<file path="src/rtl/dcache_defines.svh">
`ifndef DCACHE_DEFINES_SVH
`define DCACHE_DEFINES_SVH

`define DC_SETS       16
`define DC_LINE_WORDS 4
`define DC_WAYS       2     // one lru bit per set
`define DC_ADDR_W     32

`define DC_WORD_W     32

// widths derived from the geometry above
`define DC_OFFSET_W   ($clog2(`DC_LINE_WORDS * 4))
`define DC_INDEX_W    ($clog2(`DC_SETS))
`define DC_TAG_W      (`DC_ADDR_W - `DC_INDEX_W - `DC_OFFSET_W)
`define DC_WSEL_W     ($clog2(`DC_LINE_WORDS))

`endif

</file>
<file path="src/rtl/dcache_pkg.sv">
`include "dcache_defines.svh"

package dcache_pkg;

    typedef logic [`DC_ADDR_W-1:0]        addr_t;
    typedef logic [`DC_WORD_W-1:0]        word_t;
    typedef logic [`DC_TAG_W-1:0]         tag_t;
    typedef logic [`DC_INDEX_W-1:0]       index_t;
    typedef logic [`DC_OFFSET_W-1:0]      offset_t;
    typedef logic [$clog2(`DC_WAYS)-1:0]  way_t;
    typedef logic [3:0]                   strb_t;
    typedef word_t [`DC_LINE_WORDS-1:0]   line_t;     // word 0 in the low bits

    typedef enum logic [2:0] {
        LW, LH, LHU, LB, LBU
    } load_size_e;

    typedef enum logic [1:0] {
        MEM_LINE_RD,
        MEM_LINE_WR,
        MEM_WORD_RD,
        MEM_WORD_WR
    } mem_op_e;

    typedef struct packed {
        logic       write;
        logic       cached;
        addr_t      addr;
        strb_t      strb;
        word_t      wdata;
        load_size_e size;
    } cpu_req_t;

    typedef struct packed {
        mem_op_e op;
        addr_t   addr;
        strb_t   strb;
        line_t   data;     // word ops use data[0]
    } mem_req_t;

    typedef enum logic [3:0] {
        LOOKUP, WB_REQ, WB_WAIT, FILL_REQ, FILL_WAIT, FILL_DONE,
        UNC_REQ, UNC_WAIT, UNC_DONE
    } ctrl_state_e;

endpackage

</file>
<file path="src/rtl/data_array.sv">
`timescale 1ns/1ps
`include "dcache_defines.svh"

module data_array (
    input  logic                clk,
    input  logic                rst,
    input  dcache_pkg::index_t  index,
    input  dcache_pkg::offset_t offset,
    input  dcache_pkg::way_t    way,
    input  dcache_pkg::way_t    fill_way,
    input  logic                fill_en,
    input  dcache_pkg::line_t   fill_line,
    input  logic                store_en,
    input  dcache_pkg::strb_t   strb,
    input  dcache_pkg::word_t   wdata,
    output dcache_pkg::word_t   word,
    output dcache_pkg::line_t   victim_line
);
    import dcache_pkg::*;

    line_t                 lines_q [`DC_WAYS][`DC_SETS];
    logic [`DC_WSEL_W-1:0] wsel;
    word_t                 merged;

    assign wsel        = offset[`DC_OFFSET_W-1:2];
    assign word        = lines_q[way][index][wsel];
    assign victim_line = lines_q[fill_way][index];

    // strobed bytes over the current word
    always_comb begin
        merged = word;
        for (int b = 0; b < 4; b++) begin
            if (strb[b]) begin
                merged[8*b +: 8] = wdata[8*b +: 8];
            end
        end
    end

    always_ff @(posedge clk) begin
        if (!rst) begin
            if (fill_en) begin
                lines_q[fill_way][index] <= fill_line;
            end else if (store_en) begin
                lines_q[way][index][wsel] <= merged;   // single word touched
            end
        end
    end

endmodule

</file>
<file path="config.mk">
export PLATFORM = sky130hd
export DESIGN_NAME = data_array
export DESIGN_NICKNAME = d
export VERILOG_FILES = /design/src/rtl/dcache_pkg.sv /design/src/rtl/data_array.sv
export VERILOG_INCLUDE_DIRS = /design/src /design/src/rtl
export SDC_FILE = /design/constraint.sdc
export NUM_CORES = 2
export LEC_CHECK = 0
export BUFFER_PORTS_ARGS = -buffer_cell sky130_fd_sc_hd__buf_2
export CORE_MARGIN = 10
export CORE_UTILIZATION = 45
export DETAILED_ROUTE_END_ITERATION = 7
export PLACE_DENSITY = 0.57
export RECOVER_POWER = 100
export SYNTH_ARGS = -nofsm -noshare
export SYNTH_HDL_FRONTEND = slang
export SYNTH_SLANG_ARGS = --single-unit
</file>
<file path="constraint.sdc">
create_clock -name clk -period 13.8 [get_ports clk]
set_input_delay 2.07 -clock clk [delete_from_list [all_inputs] [get_ports clk]]
set_output_delay 2.07 -clock clk [all_outputs]
set_load 0.1 [all_outputs]
</file>
* Word-level counts from Yosys, hierarchy flattened *
Memories as Yosys holds them, arrays and structs flattened.
Index checks and enable logic that the tools add are counted.

word-level totals
  memory bits (writable) = 4096
  input port bits = 178
  memories kept = 1
  register bits = 0
  word-level logic and storage cells = 37

memory list
  name     words  bits a word  rd ports  clocked after Yosys merged registers in  write ports  line              RTL
  lines_q  2      2048         2         0                                        1            data_array.sv:21  line_t lines_q [`DC_WAYS][`DC_SETS];

cells by class
  multiplexer cells = 28
  reduce and logical (&&, ||, !) cells = 3
  $lt $le $gt $ge = 4
  bitwise logic cells = 1

operators with widths
  operator                                                                              number
  2048-bit 2-to-1 mux                                                                   4
  2048-bit OR reduction                                                                 1
  128-bit binary-select mux with 4-bit select                                           2
  128-bit demux with 4-bit select                                                       2
  128-bit 2-to-1 mux                                                                    6
  32-bit binary-select mux with 2-bit select                                            1
  32-bit demux with 2-bit select                                                        1
  32-bit 2-to-1 mux                                                                     2
  8-bit 2-to-1 mux                                                                      4
  1-bit 2-to-1 mux                                                                      6
  5-bit greater-or-equal comparator (second input constant)                             1
  5-bit by 1-bit less-than comparator with 1-bit output (second input constant)         1
  4-bit NOT with 5-bit output                                                           1
  2-bit by 3-bit less-than comparator with 1-bit output (second input constant)         1
  2-bit by 1-bit greater-or-equal comparator with 1-bit output (second input constant)  1
  1-bit logical AND                                                                     2

* Longest topological paths before layout *
  depth after elaboration = 9
  gate-level depth with buffers = 10
  depth with buffers taken out = 5

* Worst setup path after synthesis *
OpenSTA, ideal clock, no wires.

  path kind = input to output
  start point = in index[1]
  end point = out word[17]
  setup slack = 6.743 ns
  arrival = 4.987 ns
  data required time = 11.730 ns
  stages = 9
  path through = buf_2 clkbuf_1 clkbuf_1 buf_1 mux4_2 mux4_2 mux4_2 mux2i_4 inv_1

on the way
  cells in the longest elaborated chain, start to end = 6

ends and longest elaborated chain
  what                                                   line              RTL
  from (decl)                                            data_array.sv:7   input dcache_pkg::index_t index,
  4-bit NOT with 5-bit output (implied by the code)      data_array.sv:26  assign word = lines_q[way][index][wsel];
  128-bit binary-select mux with 4-bit select            data_array.sv:26
  128-bit 2-to-1 mux (implied by the code) (2 in a row)  data_array.sv:26
  32-bit binary-select mux with 2-bit select             data_array.sv:26
  32-bit 2-to-1 mux (implied by the code)                data_array.sv:26
  to (decl)                                              data_array.sv:16  output dcache_pkg::word_t word,

No other way between the ends. The select of a mux whose other input is x is not followed.

* Worst setup path after layout *
  start point = in index[1]
  end point = out word[15]

Same word-level chain as after synthesis.

==> key figures <==
Outcome
  – Status: complete, but fails checks
  – Failing checks: max-capacitance violations, max-slew violations

Floorplanning
  – DIE WIDTH: 669 µm
  – Initial Util: 45.2%
  – Ports: 338
  – Core Rows: 238
  – Core Box Area: 0.420 mm²
  – Die area: 0.448 mm²
  – Die Ht: 669 µm

Synthesis
  – Xor/xnor cell area share of the yosys netlist: 0%
  – Mux contribution to synthesized area: 31.2%
  – Post-synthesis register bit count: 4096
  – Sequential area share after synthesis: 64.8%
  – Cell area after synthesis: 0.190 mm²
  – Syn. warnings: 0
  – Area share of fa/ha/maj cells after synthesis: 0%
  – Syn Nets: 8765
  – Synthesized area per cell: 22.1 µm²
  – Compound-Gate Fraction of Synth Area: 1.55%
  – Yosys top cell by area: edfxtp_1
  – Fraction of the mapped netlist area in simple logic gates: 0.918%
  – Main combinational cell family by area after synthesis: multiplexers
  – Count of cell types in the netlist: 28
  – Post-Syn Instances: 8587
  – Synth top area cells: edfxtp_1 (65%), mux4_2 (28%), mux2i_1 (2.7%)
  – Yosys top cell area share: 64.8%

CTS
  – Clock Pin Slew Worst Setup and Hold Paths: 0.06 ns
  – Postcts setup bufs: 0
  – Max H-tree Level: 5
  – Cts repair resizes: 0
  – Longest Clk Path Bufs: 4
  – Root Driver: clkbuf_16
  – CTS tree: done
  – CTS Sinks: 4096
  – Hold_buf cts: 0
  – TritonCTS Buffers: 440
  – Clock Latency Late Sink: 1.01 ns

Flow run
  – Max-Cap Viols: 277

Place
  – Post-detail-place hpwl: 362000 µm
  – Area post-placement: 0.200 mm²
  – # port buffers: 335
  – Gpl congestion: 0.864

Power
  – Tot Pwr: 28.8 mW
  – Switch share: 25.0%
  – Sequential share of power: 48.5%
  – Comb pwr share: 10.9%
  – Internal: 21.6 mW
  – PD cells: 135 mW/mm²
  – Clk pwr share: 40.6%
  – Switching power: 7.19 mW
  – Max VDD drop: 0.104 mV
  – Leak: 65.9 nW

Critical path
  – Worst reg2reg setup slack: 6.99 ns
  – Critical Path RT: 11.73 ns
  – Slowest-stage cell, CP: mux2i_1
  – Crit end category: output pin
  – Setup crit end: word[15]
  – Register-to-Register Path Depth: 5
  – CP Class: in -> out
  – Crit path DAT: 9.49 ns
  – Crit-path max cell delay: 1.98 ns
  – Critical R2R Launch: lines_q[1][1071]$_DFFE_PP_
  – CP cell instances: buf_12 -> clkbuf_1 -> buf_12 -> mux4_2 -> mux4_2 -> mux4_2 -> mux2i_1 -> inv_1 -> clkbuf_1
  – Worst Setup SP: index[1]
  – Crit-path max FO: 123
  – Type of origin of the critical path: input port
  – CP dominant cell by count: mux4_2
  – RR Endpoint: lines_q[0][1935]$_DFFE_PP_

Timing
  – Tcrit/Tclk final: 83.8%
  – Tmin final: 11.56 ns
  – Max_slew headroom: -237%
  – Max Clock Freq: 86.5 MHz
  – Worst-Margin Slew: 5.00 ns
  – Clock Skew: 0.0366 ns
  – Pins over their slew limit: 8694
  – RSZ-0062 raised after global routing: no
  – Final Hold Fails: 0
  – # setup viols final: 0
  – Setup TNS: 0 ns

GRT
  – Largest net degree at the start of global routing: 161
  – Number of global-route vias before repair: 105000
  – First-pass GRT wire length: 874000 µm
  – Initial antenna violation count: 56
  – Global route overflow: 0
  – Overall Global Routing Usage: 28.3%

Route
  – DR WL/cell: 42.7 µm
  – DR DRC count: 0
  – WL final: 646000 µm
  – DR vias: 102000
  – TritonRoute pass-1 iters: 6
  – Initial drt markers: 13100
  – Antenna-violating nets left: 0
  – Vias/cell: 6.74

Cells and area
  – Largest reg by FF count: lines_q
  – Post-route cell area: 0.213 mm²
  – Layout cells sized above 1: 38.2%
  – Top Registers: lines_q: 4096 flops
  – Max reg flops: 4096
  – Layout area overhead: 12.1%
  – Total Nets Final: 9183
  – Fillers: 33500

Min path
  – Worst Hold Class: in -> reg
[worst min-delay path by stage]
stage / from / slack (ns) / cells past startpoint / end
6_report: fill_line[99] / 1.99 / 3 / lines_q[0][1763]$_DFFE_PP_
5_1_grt: fill_line[99] / 1.97 / 3 / lines_q[0][1763]$_DFFE_PP_
4_1_cts: fill_line[73] / 1.65 / 4 / lines_q[0][1097]$_DFFE_PP_
3_5_place_dp: lines_q[0][705]$_DFFE_PP_ / 1.83 / 6 / lines_q[1][1089]$_DFFE_PP_
3_3_place_gp: lines_q[0][705]$_DFFE_PP_ / 1.79 / 6 / lines_q[0][1089]$_DFFE_PP_
2_1_floorplan: lines_q[0][1759]$_DFFE_PP_ / 2.19 / 5 / lines_q[0][1023]$_DFFE_PP_
[cell families after synthesis]
group,count (synthesis)
DFF,4096
muxes,2912
buffers and inverters,722
AOI/OAI and AO/OA,520
and+or+nand+nor,337
[cells in the final DEF (no fill, tap or decap), types with 81 or more instances in the layout]
| cell | instances |
|---|---|
| edfxtp_1 | 4096 |
| or2_2 | 117 |
| nor2_4 | 122 |
| o21ai_0 | 113 |
| buf_2 | 199 |
| o22ai_1 | 256 |
| mux4_2 | 2368 |
| clkbuf_1 | 437 |
| clkbuf_16 | 448 |
| buf_4 | 81 |
| clkinv_1 | 117 |
| diode_2 | 107 |
| a21oi_1 | 128 |
| clkinv_2 | 96 |
| mux2i_1 | 531 |
[Yosys cell counts]
cell type  number
a21oi_1       129
o21bai_1        1
buf_6           2
buf_1         150
a21o_1          1
o31ai_1         1
nor3b_1         2
clkbuf_1      423
nor2_1        131
or2_2         132
inv_1          33
buf_4          13
mux2i_1       512
mux2i_4        32
or3b_2          2
nor2b_1         6
nand2_1        19
mux4_2       2368
nand2b_1       10
and2_1          2
o21ai_1       128
a31oi_1         2
and3_1         32
buf_2         101
o21ai_0         2
nand3b_1        1
o22ai_1       256
edfxtp_1     4096
[layer usage]
layer  track usage [%]  up-vias  share of wire [%]
li1                  -    39200                  -
met1              35.7    56600                 36
met2              46.1     4965                 49
met3              4.87     1199                8.0
met4              17.4       14                7.0
met5                 0        -              0.015
[stage by stage]
| step | instances | utilization (%) | hold slack, ns | worst slack, ns |
|---|---|---|---|---|
| final | 15100 | 50.6 | 1.99 | 2.24 |
| after global routing | 15100 | 50.6 | 1.97 | 2.02 |
| after CTS | 15000 | 51.0 | 1.65 | 4.36 |
| after detailed placement | 14200 | 47.6 | 1.83 | 4.36 |
| after global placement | 14200 | 47.6 | 1.79 | 4.37 |
| after floorplan | 8587 | - | 2.19 | 6.74 |
[cell type report]
| cell class | count | area (µm²) | share of cell area [%] |
|---|---|---|---|
| Sequential cell | 4096 | 123000 | 57.8 |
| Multi-Input combinational cell | 3769 | 64700 | 30.4 |
| Antenna cell | 107 | 268 | 0.126 |
| Clock inverter | 282 | 2460 | 1.16 |
| Timing Repair Buffer | 665 | 3620 | 1.70 |
| Clock buffer | 538 | 11500 | 5.43 |
| Inverter | 33 | 129 | 0.0606 |
| Tap cell | 5640 | 7060 | 3.32 |
[power groups by stage]
stage	sequential (mW)	clock [mW]	combinational, mW
2_1_floorplan	14.2	0	2.04
3_3_place_gp	14.2	0	3.18
3_5_place_dp	14.2	0	3.22
4_1_cts	13.9	11.8	3.23
5_1_grt	13.9	12.3	3.24
6_report	13.9	11.7	3.14
[critical path, delay by kind of cell]
family                 cells  cell delay [ns]
multiplexers               4             3.53
buffers and inverters      5             3.57
No activity file was read; power rests on OpenSTA's default activity.
