[config.mk]
export PLATFORM = sky130hd
export DESIGN_NAME = load_align
export DESIGN_NICKNAME = d
export VERILOG_FILES = /design/src/rtl/dcache_pkg.sv /design/src/rtl/load_align.sv
export VERILOG_INCLUDE_DIRS = /design/src /design/src/rtl
export SDC_FILE = /design/constraint.sdc
export NUM_CORES = 1
export LEC_CHECK = 0
export ABC_AREA = 1
export BUFFER_PORTS_ARGS = -buffer_cell sky130_fd_sc_hd__buf_2
export CORE_ASPECT_RATIO = 0.8
export CORE_MARGIN = 2
export CORE_UTILIZATION = 28
export DETAILED_ROUTE_END_ITERATION = 10
export PLACE_DENSITY = 0.56
export SETUP_SLACK_MARGIN = 0.15
export SYNTH_ARGS = -nofsm -noshare
export SYNTH_HDL_FRONTEND = slang
export SYNTH_SLANG_ARGS = --single-unit
[constraint.sdc]
create_clock -name vclk -period 3.1
set_input_delay 0.465 -clock vclk [all_inputs]
set_output_delay 0.465 -clock vclk [all_outputs]
set_load 0.02 [all_outputs]
[src/rtl/dcache_defines.svh]
`ifndef DCACHE_DEFINES_SVH
`define DCACHE_DEFINES_SVH

`define DC_SETS       16
`define DC_LINE_WORDS 4
`define DC_WAYS       2     // one lru bit per set
`define DC_ADDR_W     32

`define DC_WORD_W     32

// widths derived from the geometry above
`define DC_OFFSET_W   ($clog2(`DC_LINE_WORDS * 4))
`define DC_INDEX_W    ($clog2(`DC_SETS))
`define DC_TAG_W      (`DC_ADDR_W - `DC_INDEX_W - `DC_OFFSET_W)
`define DC_WSEL_W     ($clog2(`DC_LINE_WORDS))

`endif

[src/rtl/dcache_pkg.sv]
`include "dcache_defines.svh"

package dcache_pkg;

    typedef logic [`DC_ADDR_W-1:0]        addr_t;
    typedef logic [`DC_WORD_W-1:0]        word_t;
    typedef logic [`DC_TAG_W-1:0]         tag_t;
    typedef logic [`DC_INDEX_W-1:0]       index_t;
    typedef logic [`DC_OFFSET_W-1:0]      offset_t;
    typedef logic [$clog2(`DC_WAYS)-1:0]  way_t;
    typedef logic [3:0]                   strb_t;
    typedef word_t [`DC_LINE_WORDS-1:0]   line_t;     // word 0 in the low bits

    typedef enum logic [2:0] {
        LW, LH, LHU, LB, LBU
    } load_size_e;

    typedef enum logic [1:0] {
        MEM_LINE_RD,
        MEM_LINE_WR,
        MEM_WORD_RD,
        MEM_WORD_WR
    } mem_op_e;

    typedef struct packed {
        logic       write;
        logic       cached;
        addr_t      addr;
        strb_t      strb;
        word_t      wdata;
        load_size_e size;
    } cpu_req_t;

    typedef struct packed {
        mem_op_e op;
        addr_t   addr;
        strb_t   strb;
        line_t   data;     // word ops use data[0]
    } mem_req_t;

    typedef enum logic [3:0] {
        LOOKUP, WB_REQ, WB_WAIT, FILL_REQ, FILL_WAIT, FILL_DONE,
        UNC_REQ, UNC_WAIT, UNC_DONE
    } ctrl_state_e;

endpackage

[src/rtl/load_align.sv]
`timescale 1ns/1ps

module load_align (
    input  dcache_pkg::word_t      word,
    input  dcache_pkg::offset_t    offset,
    input  dcache_pkg::load_size_e size,
    output dcache_pkg::word_t      rdata
);
    import dcache_pkg::*;

    logic [15:0] half_val;
    logic [7:0]  byte_val;

    assign half_val = offset[1] ? word[31:16] : word[15:0];
    assign byte_val = word[8*offset[1:0] +: 8];

    always_comb begin
        case (size)
            LH:      rdata = {{16{half_val[15]}}, half_val};
            LHU:     rdata = {16'b0, half_val};
            LB:      rdata = {{24{byte_val[7]}}, byte_val};
            LBU:     rdata = {24'b0, byte_val};
            default: rdata = word;   // full word
        endcase
    end

endmodule

==> Word level (Yosys, flattened, before mapping) <==
Index checks and enable logic that the tools add are counted.
{ "op_classes": {"add_sub_neg": 0, "multipliers": 0, "n_div": 0, "order_cmp": 0, "eq_ne": 4, "n_shift": 1, "muxes": 2, "bitwise": 0, "n_reduce_logical": 0} }
{ "ops": {"columns": ["op", "n"], "rows": [
  ["$pmux 32 s4", 1],
  ["$shiftx 32x6->8", 1],
  ["$mux 16", 1],
  ["$eq 3x2->1 const B", 2],
  ["$eq 3x1->1 const B", 1],
  ["$eq 3x3->1 const B", 1]
]} }
{ "totals": {"register_bits": 0, "latch_bits": 0, "ram_bits": 0, "rom_bits": 0, "out_inout_bits": 32, "wordCells": 7, "mem_count": 0} }

==> Logic depth before layout (Yosys ltp) <==
Gate-level depths: netlist of run 1.
{ "depth": {"word_depth": 2, "depth_mapped": 9} }

==> Worst setup path after synthesis of run 1 <==
OpenSTA, ideal clock, no wires.
{ "synth_timing": {"path_type": "input to output", "start": "input offset[0]", "end": "output rdata[2]", "t_arrival_ns": 1.311, "t_required_ns": 2.635, "setup_slack_ns": 1.324, "stages": 9, "cell_sequence": "clkbuf_2 -> inv_1 -> buf_4 -> nand2_1 -> nand2_1 -> nand2_1 -> nand2_1 -> o21ai_0 -> nand3_1"} }
{ "synth_via": {"elab_chain_cells": 2} }
{ "synth_rtl": {"columns": ["item", "line", "text"], "rows": [
  ["from (decl)", "load_align.sv:5", "input dcache_pkg::offset_t offset,"],
  ["$shiftx 32x6->8", "load_align.sv:15", "assign byte_val = word[8*offset[1:0] +: 8];"],
  ["$pmux 32 s4", "load_align.sv:18", "case (size)"],
  ["to (decl)", "load_align.sv:7", "output dcache_pkg::word_t rdata"]
]} }
No other way between the ends.

==> Final worst setup path of run 1 <==
{ "layout_timing": {"start": "input offset[1]", "end": "output rdata[13]"} }
{ "layout_via": {"elab_chain_cells": 2, "word_cells_on_any_way": 3, "cone_classes": "shift: 1; mux: 2"} }
{ "layout_rtl": {"columns": ["item", "line"], "rows": [
  ["$shiftx 32x6->8 / $mux 16 (equally long branches)", "load_align.sv:15, load_align.sv:14"],
  ["$pmux 32 s4 *", "load_align.sv:18"]
]} }
Mark *: on every way between the ends. The rest lies on a longest branch, timed or not.

==> results of run 1 <==
-- area by class of cell --
| type | instances | area [sq um] |
|---|---|---|
| inverters | 6 | 22.52 |
| multi-input cells | 200 | 889.6 |
| repair buffers | 74 | 382.9 |
| well taps | 42 | 52.55 |
| fillers | 411 | 2076 |
-- through the flow --
stage	power [mW]	cell area, sq um	util, %
after floorplan	0.1902	996.0	-
after global placement	0.2879	1348	39.36
after detailed placement	0.2887	1348	39.36
after CTS	0.2900	1348	39.36
after global routing	0.3200	1348	39.36
final	0.2877	1348	39.36
-- per-layer routing --
layer | up-vias | wire [um] | part of all wire, % | global-route usage (%)
li1 | 832 | - | - | -
met1 | 675 | 1835 | 49 | 27.35
met2 | 67 | 1627 | 43 | 29.37
met3 | 0 | 298 | 7.9 | 1.413
met4 | 0 | 0 | 0 | 1.887
met5 | - | 0 | 0 | 0
-- logic make-up after synthesis --
family | synth area share [%]
simple gates | 76.51
compound gates | 12.81
buf+inv | 10.68
-- worst min path at each step --
stage                      to  slack (ns)  cells past startpoint
global route         rdata[7]        1.30                      4
CTS                  rdata[7]        1.28                      4
floorplan           rdata[10]        1.14                      2
global placement    rdata[15]        1.29                      4
finish               rdata[7]        1.28                      4
detailed placement   rdata[7]        1.28                      4
-- power by group through the flow --
stage                     clock, mW  sequential, mW  combinational (mW)
after floorplan                   0               0               0.190
after global routing              0               0               0.320
after CTS                         0               0               0.290
after detailed placement          0               0               0.289
after global placement            0               0               0.288
final                             0               0               0.288
-- placed cells by master (no fill, tap or decap) --
| cell type | count |
|---|---|
| buf_2 | 69 |
| buf_4 | 5 |
| inv_1 | 4 |
| inv_2 | 2 |
| nand2_1 | 127 |
| nand3_1 | 35 |
| nand3_2 | 1 |
| nor2_1 | 3 |
| nor2_2 | 1 |
| nor2_4 | 3 |
| nor3_1 | 1 |
| o211ai_1 | 7 |
| o21ai_0 | 14 |
| o21ai_1 | 1 |
| or2_1 | 6 |
| or2_2 | 1 |
-- critical path, cell delays in order --
cell	delay (ns)
buf_2	0.38
nor2_1	0.10
o21ai_1	0.22
nand3_2	0.42
nand3_1	0.22
buf_2	0.19
==> results.py, run 1 <==
metrics = {
    "synthesis": {
        "synth_common_cells": "nand2_1 (127), nand3_1 (35), o21ai_0 (14), o211ai_1 (7)",
        "syn_avg_cell_area_sq_um": 4.548,
        "synth-seq-area-share_pct": 0,
        "synth_top_cell_area_share_pct": 47.86,
        "synth_cells": 219,
        "synth.most_common_cell": "nand2_1",
        "syn_nets": 258,
        "ys_types": 19,
        "ys_top_cells_by_area": "nand2_1 (48%), nand3_1 (18%), o21ai_0 (7.0%)",
        "synth.largest_area_cell": "nand2_1",
        "syn_area_sq_um": 996.0,
        "ys_warn_count": 0,
    },
    "cells_and_area": {
        "seqCellArea_sq_um": 0,
        "syn_to_final_growth_pct": 35.30,
        "final_nets": 321,
        "design.seq.count": 0,
        "layout-drive-gt1-share_pct": 29.29,
        "clkbuf_count": 0,
        "num_antenna_cells": 0,
        "final_cell_count_no_fill": 322,
    },
    "pwr": {
        "swShare_pct": 64.79,
        "combPwrFrac_pct": 100.0,
        "power_density_nw_per_um2": 213.5,
        "internal_power_uw": 101.3,
        "p_leak_nw": 0.8836,
        "seq_power_share_pct": 0,
        "clock_power_share_pct": 0,
        "vdd_drop_max_uv": 69.98,
        "switching_power_uw": 186.4,
    },
    "run_status": {
        "status": "finished, final reports clean",
    },
    "drt": {
        "routed_via_density": 4.888,
        "wl_per_cell_um": 11.68,
        "vias": 1574,
        "drt_wl_total_mm": 3.761,
        "drt-pass1-iter-count": 4,
        "postRouteAntennaNets": 0,
        "drtIter0Drc": 128,
        "post-route-drc-count": 0,
    },
    "flow_run": {
        "cap_violations": 0,
    },
    "timing": {
        "final_max_slew_viol_count": 0,
        "fin_crit_ns": 2.469,
        "finalSetupViolCount": 0,
        "fin_crit_sh_pct": 79.63,
        "fin_ws_ns": 0.6314,
        "setup_tns_ns": 0,
        "hold_viol": 0,
        "worst_slew_pin_slew_ns": 0.5736,
        "whs_ns": 1.278,
        "timing.fmax_mhz": 405.1,
        "max_slew_margin_pct": 61.66,
        "rsz0062_at_grt": "no",
    },
    "floorplanning": {
        "coreArea_sq_um": 3423,
        "std_cell_rows": 19,
        "die-area_sq_um": 4053,
        "die_w_um": 70.68,
        "ios": 71,
        "start_util_pct": 29.09,
        "die_y_um": 57.35,
    },
    "setup_path": {
        "crit_type": "in -> out",
        "crit_path_end": "rdata[13]",
        "cp-startpoint": "offset[1]",
        "worst_ep_required_time_ns": 2.63,
        "critPathArrivalTime_ns": 2.00,
        "crit_fanout": 24,
        "start_kind": "primary input",
        "endpoint_kind": "primary output",
    },
    "grt": {
        "grt_pass1_wl_mm": 6.279,
        "grt.overflow.total": 0,
        "grt.total_usage_pct": 18.17,
        "grt_pass1_vias": 1375,
        "grt_start_max_net_pins": 25,
        "antenna_found_initial": 0,
    },
    "clock_network": {
        "ctsResizeCount": 0,
        "holdBufCountCts": 0,
        "cts_post_setup_buffers_inserted": 0,
    },
    "placement": {
        "io_buffers": 69,
        "gp_congestion": 0.8029,
        "dp_slack_ns": 0.6198,
        "dp.final_hpwl_mm": 2.755,
        "place_inst": 322,
    },
    "worst_hold_path": {
        "min-delay-start": "word[7]",
        "hold_path.class": "in -> out",
    },
}
(Power assumes the default switching activity.)
==> run 2, diff against run 1 <==
==> constraint.sdc (replaced) <==
create_clock -name vclk -period 2.6
set_input_delay 0.39 -clock vclk [all_inputs]
set_output_delay 0.39 -clock vclk [all_outputs]
set_load 0.02 [all_outputs]
==> results.py, run 2 (synthesis results as in run 1) <==
metrics = {
    "pwr": {
        "vdd_drop_max_uv": 94.59,
        "combPwrFrac_pct": 100.0,
        "internal_power_uw": 122.1,
        "switching_power_uw": 222.0,
        "seq_power_share_pct": 0,
        "swShare_pct": 64.52,
        "p_total_uw": 344.2,
        "p_leak_nw": 0.8890,
        "clock_power_share_pct": 0,
        "power_density_nw_per_um2": 252.6,
    },
    "placement": {
        "io_buffers": 69,
        "dp_slack_ns": 0.3431,
        "dp.final_hpwl_mm": 2.742,
        "placed_area_sq_um": 1355,
        "gp_congestion": 0.8069,
    },
    "worst_hold_path": {
        "min-delay-start": "word[7]",
        "hold_path.class": "in -> out",
    },
    "setup_path": {
        "cp-startpoint": "offset[1]",
        "critPathArrivalTime_ns": 1.77,
        "start_kind": "primary input",
        "endpoint_kind": "primary output",
        "crit_fanout": 16,
        "worst_ep_required_time_ns": 2.21,
        "crit_type": "in -> out",
    },
    "drt": {
        "drt_wl_total_mm": 3.671,
        "routed_via_density": 4.780,
        "wl_per_cell_um": 11.37,
        "post-route-drc-count": 0,
        "drtIter0Drc": 166,
        "postRouteAntennaNets": 0,
        "drt-pass1-iter-count": 4,
        "vias": 1544,
    },
    "grt": {
        "grt_pass1_vias": 1379,
        "antenna_found_initial": 0,
        "grt.total_usage_pct": 17.98,
        "grt.overflow.total": 0,
        "grt_pass1_wl_mm": 6.244,
        "grt_start_max_net_pins": 25,
    },
    "timing": {
        "timing.fmax_mhz": 463.0,
        "hold_viol": 0,
        "finalSetupViolCount": 0,
        "max_slew_margin_pct": 60.47,
        "rsz0062_at_grt": "no",
        "fin_ws_ns": 0.4403,
        "fin_crit_sh_pct": 83.06,
        "setup_tns_ns": 0,
        "final_max_slew_viol_count": 0,
        "worst_slew_pin_slew_ns": 0.5916,
        "fin_crit_ns": 2.160,
    },
    "flow_run": {
        "cap_violations": 0,
    },
    "cells_and_area": {
        "layout-drive-gt1-share_pct": 29.54,
        "mostFrequentLayoutCells": "nand2_1 (127), buf_2 (69), nand3_1 (35)",
        "final_nets": 322,
        "nFillCells": 429,
        "syn_to_final_growth_pct": 36.81,
        "design.seq.count": 0,
        "final_common_cell": "nand2_1",
        "final_cell_area_sq_um": 1363,
        "clkbuf_count": 0,
        "seqCellArea_sq_um": 0,
        "num_antenna_cells": 0,
        "finish.utilization_pct": 39.80,
    },
    "floorplanning": {
        "std_cell_rows": 19,
        "start_util_pct": 29.09,
        "die-area_sq_um": 4053,
        "ios": 71,
        "die_w_um": 70.68,
        "coreArea_sq_um": 3423,
        "die_y_um": 57.35,
    },
    "clock_network": {
        "holdBufCountCts": 0,
        "ctsResizeCount": 0,
        "cts_post_setup_buffers_inserted": 0,
    },
    "run_status": {
        "status": "finished, final reports clean",
    },
}
==> run 2: worst paths after layout <==
| path | slack (ns) | to | cells past startpoint |
|---|---|---|---|
| worst min-delay path | 1.13 | rdata[7] | 4 |
| worst max-delay path | 0.44 | rdata[17] | 7 |
==> run 2: per-layer routing <==
metal  vias up  wire (um)  part of all wire [%]  GRT usage [%]
li1        833          -                     -              -
met1       651       1731                    47          26.07
met2        60       1704                    46          31.78
met3         0        235                   6.4         0.7067
met4         0          0                     0              0
met5         -          0                     0              0
==> run 2: per-stage QoR <==
| step | hold WS, ns | instances |
|---|---|---|
| 6_report | 1.131 | 323 |
| 5_1_grt | 1.169 | 323 |
| 4_1_cts | 1.138 | 323 |
| 2_1_floorplan | 0.9886 | 219 |
| 3_5_place_dp | 1.136 | 323 |
| 3_3_place_gp | 1.134 | 323 |
==> run 2: cell type report <==
| cell class | instances | area [sq um] | share of cell area, % |
|---|---|---|---|
| Inverter | 6 | 22.52 | 1.653 |
| Multi-Input combinational cell | 200 | 897.1 | 65.84 |
| Tap cell | 42 | 52.55 | 3.857 |
| Timing Repair Buffer | 75 | 390.4 | 28.65 |
==> run 2: power by group through the flow <==
stage               logic [mW]  clock network [mW]  registers, mW
CTS                      0.345                   0              0
detailed placement       0.344                   0              0
global route             0.384                   0              0
global placement         0.343                   0              0
floorplan                0.227                   0              0
finish                   0.344                   0              0
==> run 2: critical path: stages <==
cell and delay, ns:
buf_2 0.24, inv_2 0.17, nand2_1 0.11, nand2_1 0.07, nand2_1 0.45, nand3_1 0.15, buf_2 0.19
