## src/rtl/dcache_defines.svh

```systemverilog
`ifndef DCACHE_DEFINES_SVH
`define DCACHE_DEFINES_SVH

`define DC_SETS       16
`define DC_LINE_WORDS 4
`define DC_WAYS       2     // one lru bit per set
`define DC_ADDR_W     32

`define DC_WORD_W     32

// widths derived from the geometry above
`define DC_OFFSET_W   ($clog2(`DC_LINE_WORDS * 4))
`define DC_INDEX_W    ($clog2(`DC_SETS))
`define DC_TAG_W      (`DC_ADDR_W - `DC_INDEX_W - `DC_OFFSET_W)
`define DC_WSEL_W     ($clog2(`DC_LINE_WORDS))

`endif

```

## src/rtl/dcache_pkg.sv

```systemverilog
`include "dcache_defines.svh"

package dcache_pkg;

    typedef logic [`DC_ADDR_W-1:0]        addr_t;
    typedef logic [`DC_WORD_W-1:0]        word_t;
    typedef logic [`DC_TAG_W-1:0]         tag_t;
    typedef logic [`DC_INDEX_W-1:0]       index_t;
    typedef logic [`DC_OFFSET_W-1:0]      offset_t;
    typedef logic [$clog2(`DC_WAYS)-1:0]  way_t;
    typedef logic [3:0]                   strb_t;
    typedef word_t [`DC_LINE_WORDS-1:0]   line_t;     // word 0 in the low bits

    typedef enum logic [2:0] {
        LW, LH, LHU, LB, LBU
    } load_size_e;

    typedef enum logic [1:0] {
        MEM_LINE_RD,
        MEM_LINE_WR,
        MEM_WORD_RD,
        MEM_WORD_WR
    } mem_op_e;

    typedef struct packed {
        logic       write;
        logic       cached;
        addr_t      addr;
        strb_t      strb;
        word_t      wdata;
        load_size_e size;
    } cpu_req_t;

    typedef struct packed {
        mem_op_e op;
        addr_t   addr;
        strb_t   strb;
        line_t   data;     // word ops use data[0]
    } mem_req_t;

    typedef enum logic [3:0] {
        LOOKUP, WB_REQ, WB_WAIT, FILL_REQ, FILL_WAIT, FILL_DONE,
        UNC_REQ, UNC_WAIT, UNC_DONE
    } ctrl_state_e;

endpackage

```

## src/rtl/dcache_ctrl.sv

```systemverilog
`timescale 1ns/1ps
`include "dcache_defines.svh"

module dcache_ctrl (
    input  logic                    clk,
    input  logic                    rst,
    input  logic                    req_valid,
    input  dcache_pkg::cpu_req_t    req,
    input  logic                    hit,
    input  logic                    victim_dirty,
    input  dcache_pkg::tag_t        victim_tag,
    input  dcache_pkg::line_t       victim_line,
    input  logic                    mem_rdy,
    input  logic                    mem_ret_valid,
    output dcache_pkg::ctrl_state_e state,
    output logic                    mem_valid,
    output dcache_pkg::mem_req_t    mem_req,
    output logic                    fill_en,
    output logic                    store_en,
    output logic                    lru_touch,
    output logic                    busy,
    output logic                    resp_valid
);
    import dcache_pkg::*;

    ctrl_state_e state_next;
    index_t      idx;
    logic        hit_now;

    assign idx     = req.addr[`DC_OFFSET_W +: `DC_INDEX_W];
    assign hit_now = (state == LOOKUP) && req_valid && req.cached && hit;

    always_ff @(posedge clk) begin
        if (rst) begin
            state <= LOOKUP;
        end else begin
            state <= state_next;
        end
    end

    always_comb begin
        state_next = state;
        case (state)
            LOOKUP: begin
                if (req_valid && !req.cached) begin
                    state_next = UNC_REQ;
                end else if (req_valid && !hit) begin
                    state_next = victim_dirty ? WB_REQ : FILL_REQ;   // old line goes out first
                end
            end
            WB_REQ:    state_next = mem_rdy ? WB_WAIT : WB_REQ;
            WB_WAIT:   state_next = mem_ret_valid ? FILL_REQ : WB_WAIT;
            FILL_REQ:  state_next = mem_rdy ? FILL_WAIT : FILL_REQ;
            FILL_WAIT: state_next = mem_ret_valid ? FILL_DONE : FILL_WAIT;
            UNC_REQ:   state_next = mem_rdy ? UNC_WAIT : UNC_REQ;
            UNC_WAIT:  state_next = mem_ret_valid ? UNC_DONE : UNC_WAIT;
            default:   state_next = LOOKUP;   // fill_done, unc_done
        endcase
    end

    always_comb begin
        mem_req      = '0;
        mem_req.strb = '1;
        case (state)
            WB_REQ: begin
                mem_req.op   = MEM_LINE_WR;
                mem_req.addr = {victim_tag, idx, offset_t'(0)};
                mem_req.data = victim_line;
            end
            UNC_REQ: begin
                mem_req.op      = req.write ? MEM_WORD_WR : MEM_WORD_RD;
                mem_req.addr    = {req.addr[`DC_ADDR_W-1:2], 2'b00};
                mem_req.strb    = req.write ? req.strb : '1;
                mem_req.data[0] = req.wdata;
            end
            default: begin
                mem_req.op   = MEM_LINE_RD;
                mem_req.addr = {req.addr[`DC_ADDR_W-1:`DC_OFFSET_W], offset_t'(0)};
            end
        endcase
    end

    assign mem_valid = (state == WB_REQ) || (state == FILL_REQ) || (state == UNC_REQ);

    // open miss or uncached access holds off the processor
    assign busy = (state != LOOKUP) || (req_valid && !(req.cached && hit));

    assign resp_valid = hit_now || (state == FILL_DONE) || (state == UNC_DONE);
    assign lru_touch  = hit_now || (state == FILL_DONE);
    assign store_en   = (hit_now || (state == FILL_DONE)) && req.write;
    assign fill_en    = (state == FILL_WAIT) && mem_ret_valid;

endmodule

```

## config.mk

```make
export PLATFORM = sky130hd
export DESIGN_NAME = dcache_ctrl
export DESIGN_NICKNAME = d
export VERILOG_FILES = /design/src/rtl/dcache_pkg.sv /design/src/rtl/dcache_ctrl.sv
export VERILOG_INCLUDE_DIRS = /design/src /design/src/rtl
export SDC_FILE = /design/constraint.sdc
export NUM_CORES = 1
export LEC_CHECK = 0
export BUFFER_PORTS_ARGS = -buffer_cell sky130_fd_sc_hd__buf_2
export CORE_AREA = 2 2 157 159
export CTS_BUF_LIST = sky130_fd_sc_hd__clkbuf_8
export CTS_CLUSTER_DIAMETER = 150
export DETAILED_ROUTE_END_ITERATION = 7
export DIE_AREA = 0 0 159 161
export GPL_ROUTABILITY_DRIVEN = 0
export GPL_TIMING_DRIVEN = 0
export PLACE_DENSITY_LB_ADDON = 0.15
export SETUP_SLACK_MARGIN = 0.5
export SLEW_MARGIN = 20
export SYNTH_ARGS = -nofsm -noshare
export SYNTH_HDL_FRONTEND = slang
export SYNTH_SLANG_ARGS = --single-unit
```

## constraint.sdc

```tcl
create_clock -name clk -period 1.3 [get_ports clk]
set_input_delay 0.065 -clock clk [delete_from_list [all_inputs] [get_ports clk]]
set_output_delay 0.065 -clock clk [all_outputs]
set_load 0.1 [all_outputs]
```

---- Word-level counts from Yosys, hierarchy flattened ----
Cells that the tools add are included.
W data, S select, Z words.
word-level totals
  bits in registers ....................... 4
  input port bits ......................... 232
operators by class
  equality and inequality tests ........... 9
  mux-type cells .......................... 16
  reductions and logical operators ........ 19
operator list
  kind                  number
  $mux W96              1
  $pmux W34 S2          1
  $pmux W32 S2          1
  $pmux W4 S7           1
  $mux W4               5
  $eq A4 B3 Y1 const B  4
  $logic_and A1 B1 Y1   9
  $eq A4 B2 Y1 const B  2
  $logic_or A1 B1 Y1    5
  $eq A4 B1 Y1 const B  1
  $eq A4 B4 Y1 const B  1
  $logic_not A4 Y1      1
  $mux W1               4
  $mux W2               2
  $reduce_bool A4 Y1    1
  $logic_not A1 Y1      3
  $mux W3               1
  $ne A3 B1 Y1 const B  1

---- Logic depth before layout (Yosys ltp) ----
  word-level depth ........................ 6
  gate-level depth with buffers ........... 6
  gate-level depth less buffers ........... 4

---- Worst setup path after synthesis ----
No wires, ideal clock.
  path type ............................... reg2out
  start ................................... reg state[0]
  end ..................................... out store_en
  arrival ................................. 3.768 ns
  setup slack ............................. -2.533 ns
  cell stages (with the launch flop) ...... 6
  buffers on the path ..................... 2
  cell sequence ........................... dfxtp_1 > buf_6 > clkbuf_1 > nand2_1 > a211oi_2 > and2_1
between the ends
  longest elaborated chain between the ends .. 6
ends and longest elaborated chain
  what                               RTL line           source
  start: declaration                 dcache_ctrl.sv:15  output dcache_pkg::ctrl_state_e state,
  start signal: assignment           dcache_ctrl.sv:37  state <= state_next;
  $logic_not A4 Y1                   dcache_ctrl.sv:31  assign hit_now = (state == LOOKUP) && req_valid && req.cached && hit;
  $logic_and A1 B1 Y1 (3 in series)  dcache_ctrl.sv:31
  $logic_or A1 B1 Y1 *               -
  via lru_touch                      dcache_ctrl.sv:20  output logic lru_touch,
  $logic_and A1 B1 Y1 *              dcache_ctrl.sv:90  assign store_en = (hit_now || (state == FILL_DONE)) && req.write;
  end: declaration                   dcache_ctrl.sv:19  output logic store_en,
The timed path passes the listed nets; every way through them passes the cells marked *.

==> results.sh <==
export IMPL_outcome="finished with violations"
export IMPL_failed_checks="setup timing"
export IMPL_finalWorstPathRequiredPeriod_ns=1.926
export IMPL_design_portCount=408
export IMPL_layout_cells_most_common_list="sky130_fd_sc_hd__buf_2, sky130_fd_sc_hd__buf_12, sky130_fd_sc_hd__and2_4"
export IMPL_hold_path_class="input pin to flip-flop"
export IMPL_fin_hold_ws_ns=0.05943
export IMPL_number_of_antenna_violations_at_the_first_check_in_global_routing=1
export IMPL_layout_top_registers="state (4)"
export IMPL_synth_top_family_by_area="simple AND/OR/NAND/NOR gates"
export IMPL_dieHeight_um=161
export IMPL_report_final_slew_viol_count=0
export IMPL_registers_top_by_ff_count="state"
export IMPL_yosys_register_bits=4
export IMPL_post_synth_top_area_fraction_pct=34.52
export IMPL_postRouteAntennaNets=0
export IMPL_synth_top_area_cells="sky130_fd_sc_hd__and2_1, sky130_fd_sc_hd__mux2_1, sky130_fd_sc_hd__a22o_1"
export IMPL_cts_buffers_inserted=3
export IMPL_muxShareOfSynthArea_pct=16.25
export IMPL_ys_warnings_count=0
export IMPL_postRouteWirelength_um=17090
export IMPL_grt_max_degree=11
export IMPL_ys_flop_type="sky130_fd_sc_hd__dfxtp_1"
export IMPL_postSynthAreaPerCell_um2=7.384
export IMPL_dr_total_vias=3686
export IMPL_finalWorstSetupSlack_ns=-0.6262
export IMPL_final_hold_violation_count=0
export IMPL_htree_levels=1
export IMPL_insertion_delay_ns=0.21
export IMPL_syn_inst=243
export IMPL_ctsHoldBuffers=0
export IMPL_row_count=57
export IMPL_critical_path_max_stage_delay_ns=0.37
export IMPL_critical_path_top_delay_family="buffers and inverters"
export IMPL_post_route_drc_count=0
export IMPL_drive_gt1_share_pct=95.60
export IMPL_detail_route_vias_per_cell=3.582
export IMPL_timing_critical_path_cells="nor4b_4, buf_12, buf_12, buf_16, mux2_4, buf_12"
export IMPL_first_iter_violations=76
export IMPL_design_die_area_um2=25600
export IMPL_netlist_top_cell_by_area="sky130_fd_sc_hd__and2_1"
export IMPL_clock_sinks=4
export IMPL_grt_overflow=0
export IMPL_cts_root_buffer="sky130_fd_sc_hd__clkbuf_8"
export IMPL_track_usage_pct=11.90
export IMPL_ys_async_sr_fraction_pct=0
export IMPL_layout_cells_most_common="sky130_fd_sc_hd__buf_2"
export IMPL_post_drt_wl_per_cell_um=16.61
export IMPL_cp_data_required_time_ns=1.24
export IMPL_finalSetupTns_ns=-88.35
export IMPL_final_nets=938
export IMPL_final_setup_skew_ns=0.0005711
export IMPL_fill_cells=2327
export IMPL_critPathSlowestCell="sky130_fd_sc_hd__dfxtp_4"
export IMPL_largest_register_ffs=4
export IMPL_grt_first_pass_wirelength_um=24100
export IMPL_endpoint_kind="output pin"
export IMPL_via_count_of_the_first_global_routing_pass=3957
export IMPL_clk_pin_slew_worst_paths_ns=0.03
export IMPL_grt_setup_unrepaired="yes"
export IMPL_final_period_util_pct=148.2
export IMPL_post_synthesis_sequential_area_ratio_pct=4.463
export IMPL_floorplan_initialDensity_pct=7.487
export IMPL_p_per_area_nw_per_um2=2597
export IMPL_post_place_ws_ns=-0.8828
export IMPL_synthesis_area_um2=1794
export IMPL_worstPathMaxFanout=9
export IMPL_die_w_um=159
export IMPL_total_of_buffers_placed_on_input_and_output_ports=396
export IMPL_max_freq_ghz=0.5192
export IMPL_vdd_ir_drop_worst_mv=1.405
export IMPL_number_of_distinct_library_cell_variants_in_the_gate_level_netlist_after_synthesis=39
export IMPL_leakage_power_nw=4.125
export IMPL_clk_path_buf_depth=2
export IMPL_synth_compound_area_share_pct=21.27
export IMPL_cp_common_cell="sky130_fd_sc_hd__buf_12"
export IMPL_first_pass_iters=4
export IMPL_core_area_um2=23960
export IMPL_dp_final_hpwl_um=12700
export IMPL_critPathArrivalTime_ns=1.86
export IMPL_setup_viol=169
export IMPL_cp_buffers_inverters=4
export IMPL_synth_simple_gate_area_share_pct=46.51
export IMPL_maxCapViolations=0
export IMPL_timing_worst_setup_path_type="flip-flop to output pin"
export IMPL_cp_start_kind="flip-flop"
export IMPL_synthAdderAreaFrac_pct=0
export IMPL_synthesis_to_finish_area_growth_pct=385.4
export IMPL_tritoncts="built"
export IMPL_synth_edff_count=0
export IMPL_synthXorXnorAreaFrac_pct=0
export IMPL_fin_util_pct=36.35
final cells by class:
type,count,area [um^2],share of cell area [%]
Sequential cell,4,95.09,1.092
Multi-Input combinational cell,207,2277,26.15
Antenna cell,1,2.502,0.02873
Inverter,2,7.507,0.08619
Tap cell,324,405.4,4.655
Timing Repair Buffer,457,5373,61.69
Clock buffer,3,41.29,0.4741
Buffer,31,508.0,5.832
power by group:
| part | switching (mW) | internal [mW] | leakage (nW) |
|---|---|---|---|
| logic | 12.7 | 9.37 | 4.07 |
| registers | 0.0662 | 0.181 | 0.0356 |
| clock network | 0.0539 | 0.196 | 0.0216 |
| total | 12.9 | 9.75 | 4.12 |
logic make-up (layout without fill, tap and decap cells):
kind of cell / count (synthesis) / in the layout
other: 1 / 3
and+or+nand+nor: 134 / 134
AOI/OAI and AO/OA: 45 / 45
DFF: 4 / 4
muxes: 26 / 26
buffers and inverters: 33 / 493
per-stage QoR:
step | power, mW | instance area [um^2] | instances
2_1_floorplan | 13.20 | 2650 | 244
3_3_place_gp | 15.20 | 5037 | 964
3_5_place_dp | 15.12 | 5037 | 964
4_1_cts | 21.19 | 8118 | 998
5_1_grt | 23.27 | 8710 | 1029
6_report | 22.62 | 8710 | 1029
what timing repair did:
item / 4_1_cts / 5_1_grt
setup endpoints to repair: 174 / 174
pin swaps: 15 / 37
gates resized for setup: 708 / 45
gates cloned: 4 / 10
buffers inserted: 27 / 20
path summary, 6_finish.rpt:
path	from	to	slack, ns	cells after the start
min reg2reg	state[2]$_SDFFE_PP0P_	state[2]$_SDFFE_PP0P_	0.81	3
max reg2reg	state[0]$_SDFFE_PP0P_	state[1]$_SDFFE_PP0P_	-0.40	9
max	state[2]$_SDFFE_PP0P_	mem_req[146]	-0.63	6
min	rst	state[2]$_SDFFE_PP0P_	0.06	2
cell usage after synthesis, types with 2 or more instances:
master and number:
sky130_fd_sc_hd__or2_1 4, sky130_fd_sc_hd__clkbuf_1 6, sky130_fd_sc_hd__dfxtp_1 4, sky130_fd_sc_hd__buf_6 4
sky130_fd_sc_hd__nand2_1 9, sky130_fd_sc_hd__buf_4 9, sky130_fd_sc_hd__buf_2 12, sky130_fd_sc_hd__a21oi_1 4
sky130_fd_sc_hd__nor3_1 2, sky130_fd_sc_hd__nand2b_1 4, sky130_fd_sc_hd__nor2_1 4, sky130_fd_sc_hd__a22o_1 32
sky130_fd_sc_hd__and2_1 99, sky130_fd_sc_hd__mux2_1 25
routing by layer:
layer	GRT usage [%]	wire, um	vias to the layer above	part of all wire [%]
met5	0	0	-	0
met4	1.612	82	0	0.48
met3	3.082	1369	8	8.0
met2	24.47	9925	217	58
met1	12.21	5712	1699	33
li1	-	-	1762	-
worst reg2reg max path, cell delays in order, from the launching register on:
cell,delay [ns]
sky130_fd_sc_hd__dfxtp_4,0.33
sky130_fd_sc_hd__buf_8,0.12
sky130_fd_sc_hd__nor4b_4,0.13
sky130_fd_sc_hd__buf_4,0.15
sky130_fd_sc_hd__buf_12,0.14
sky130_fd_sc_hd__buf_12,0.13
sky130_fd_sc_hd__clkbuf_16,0.15
sky130_fd_sc_hd__buf_6,0.11
sky130_fd_sc_hd__a221oi_2,0.26
sky130_fd_sc_hd__nor2_1,0.06
No activity file was read; power rests on OpenSTA's default activity.
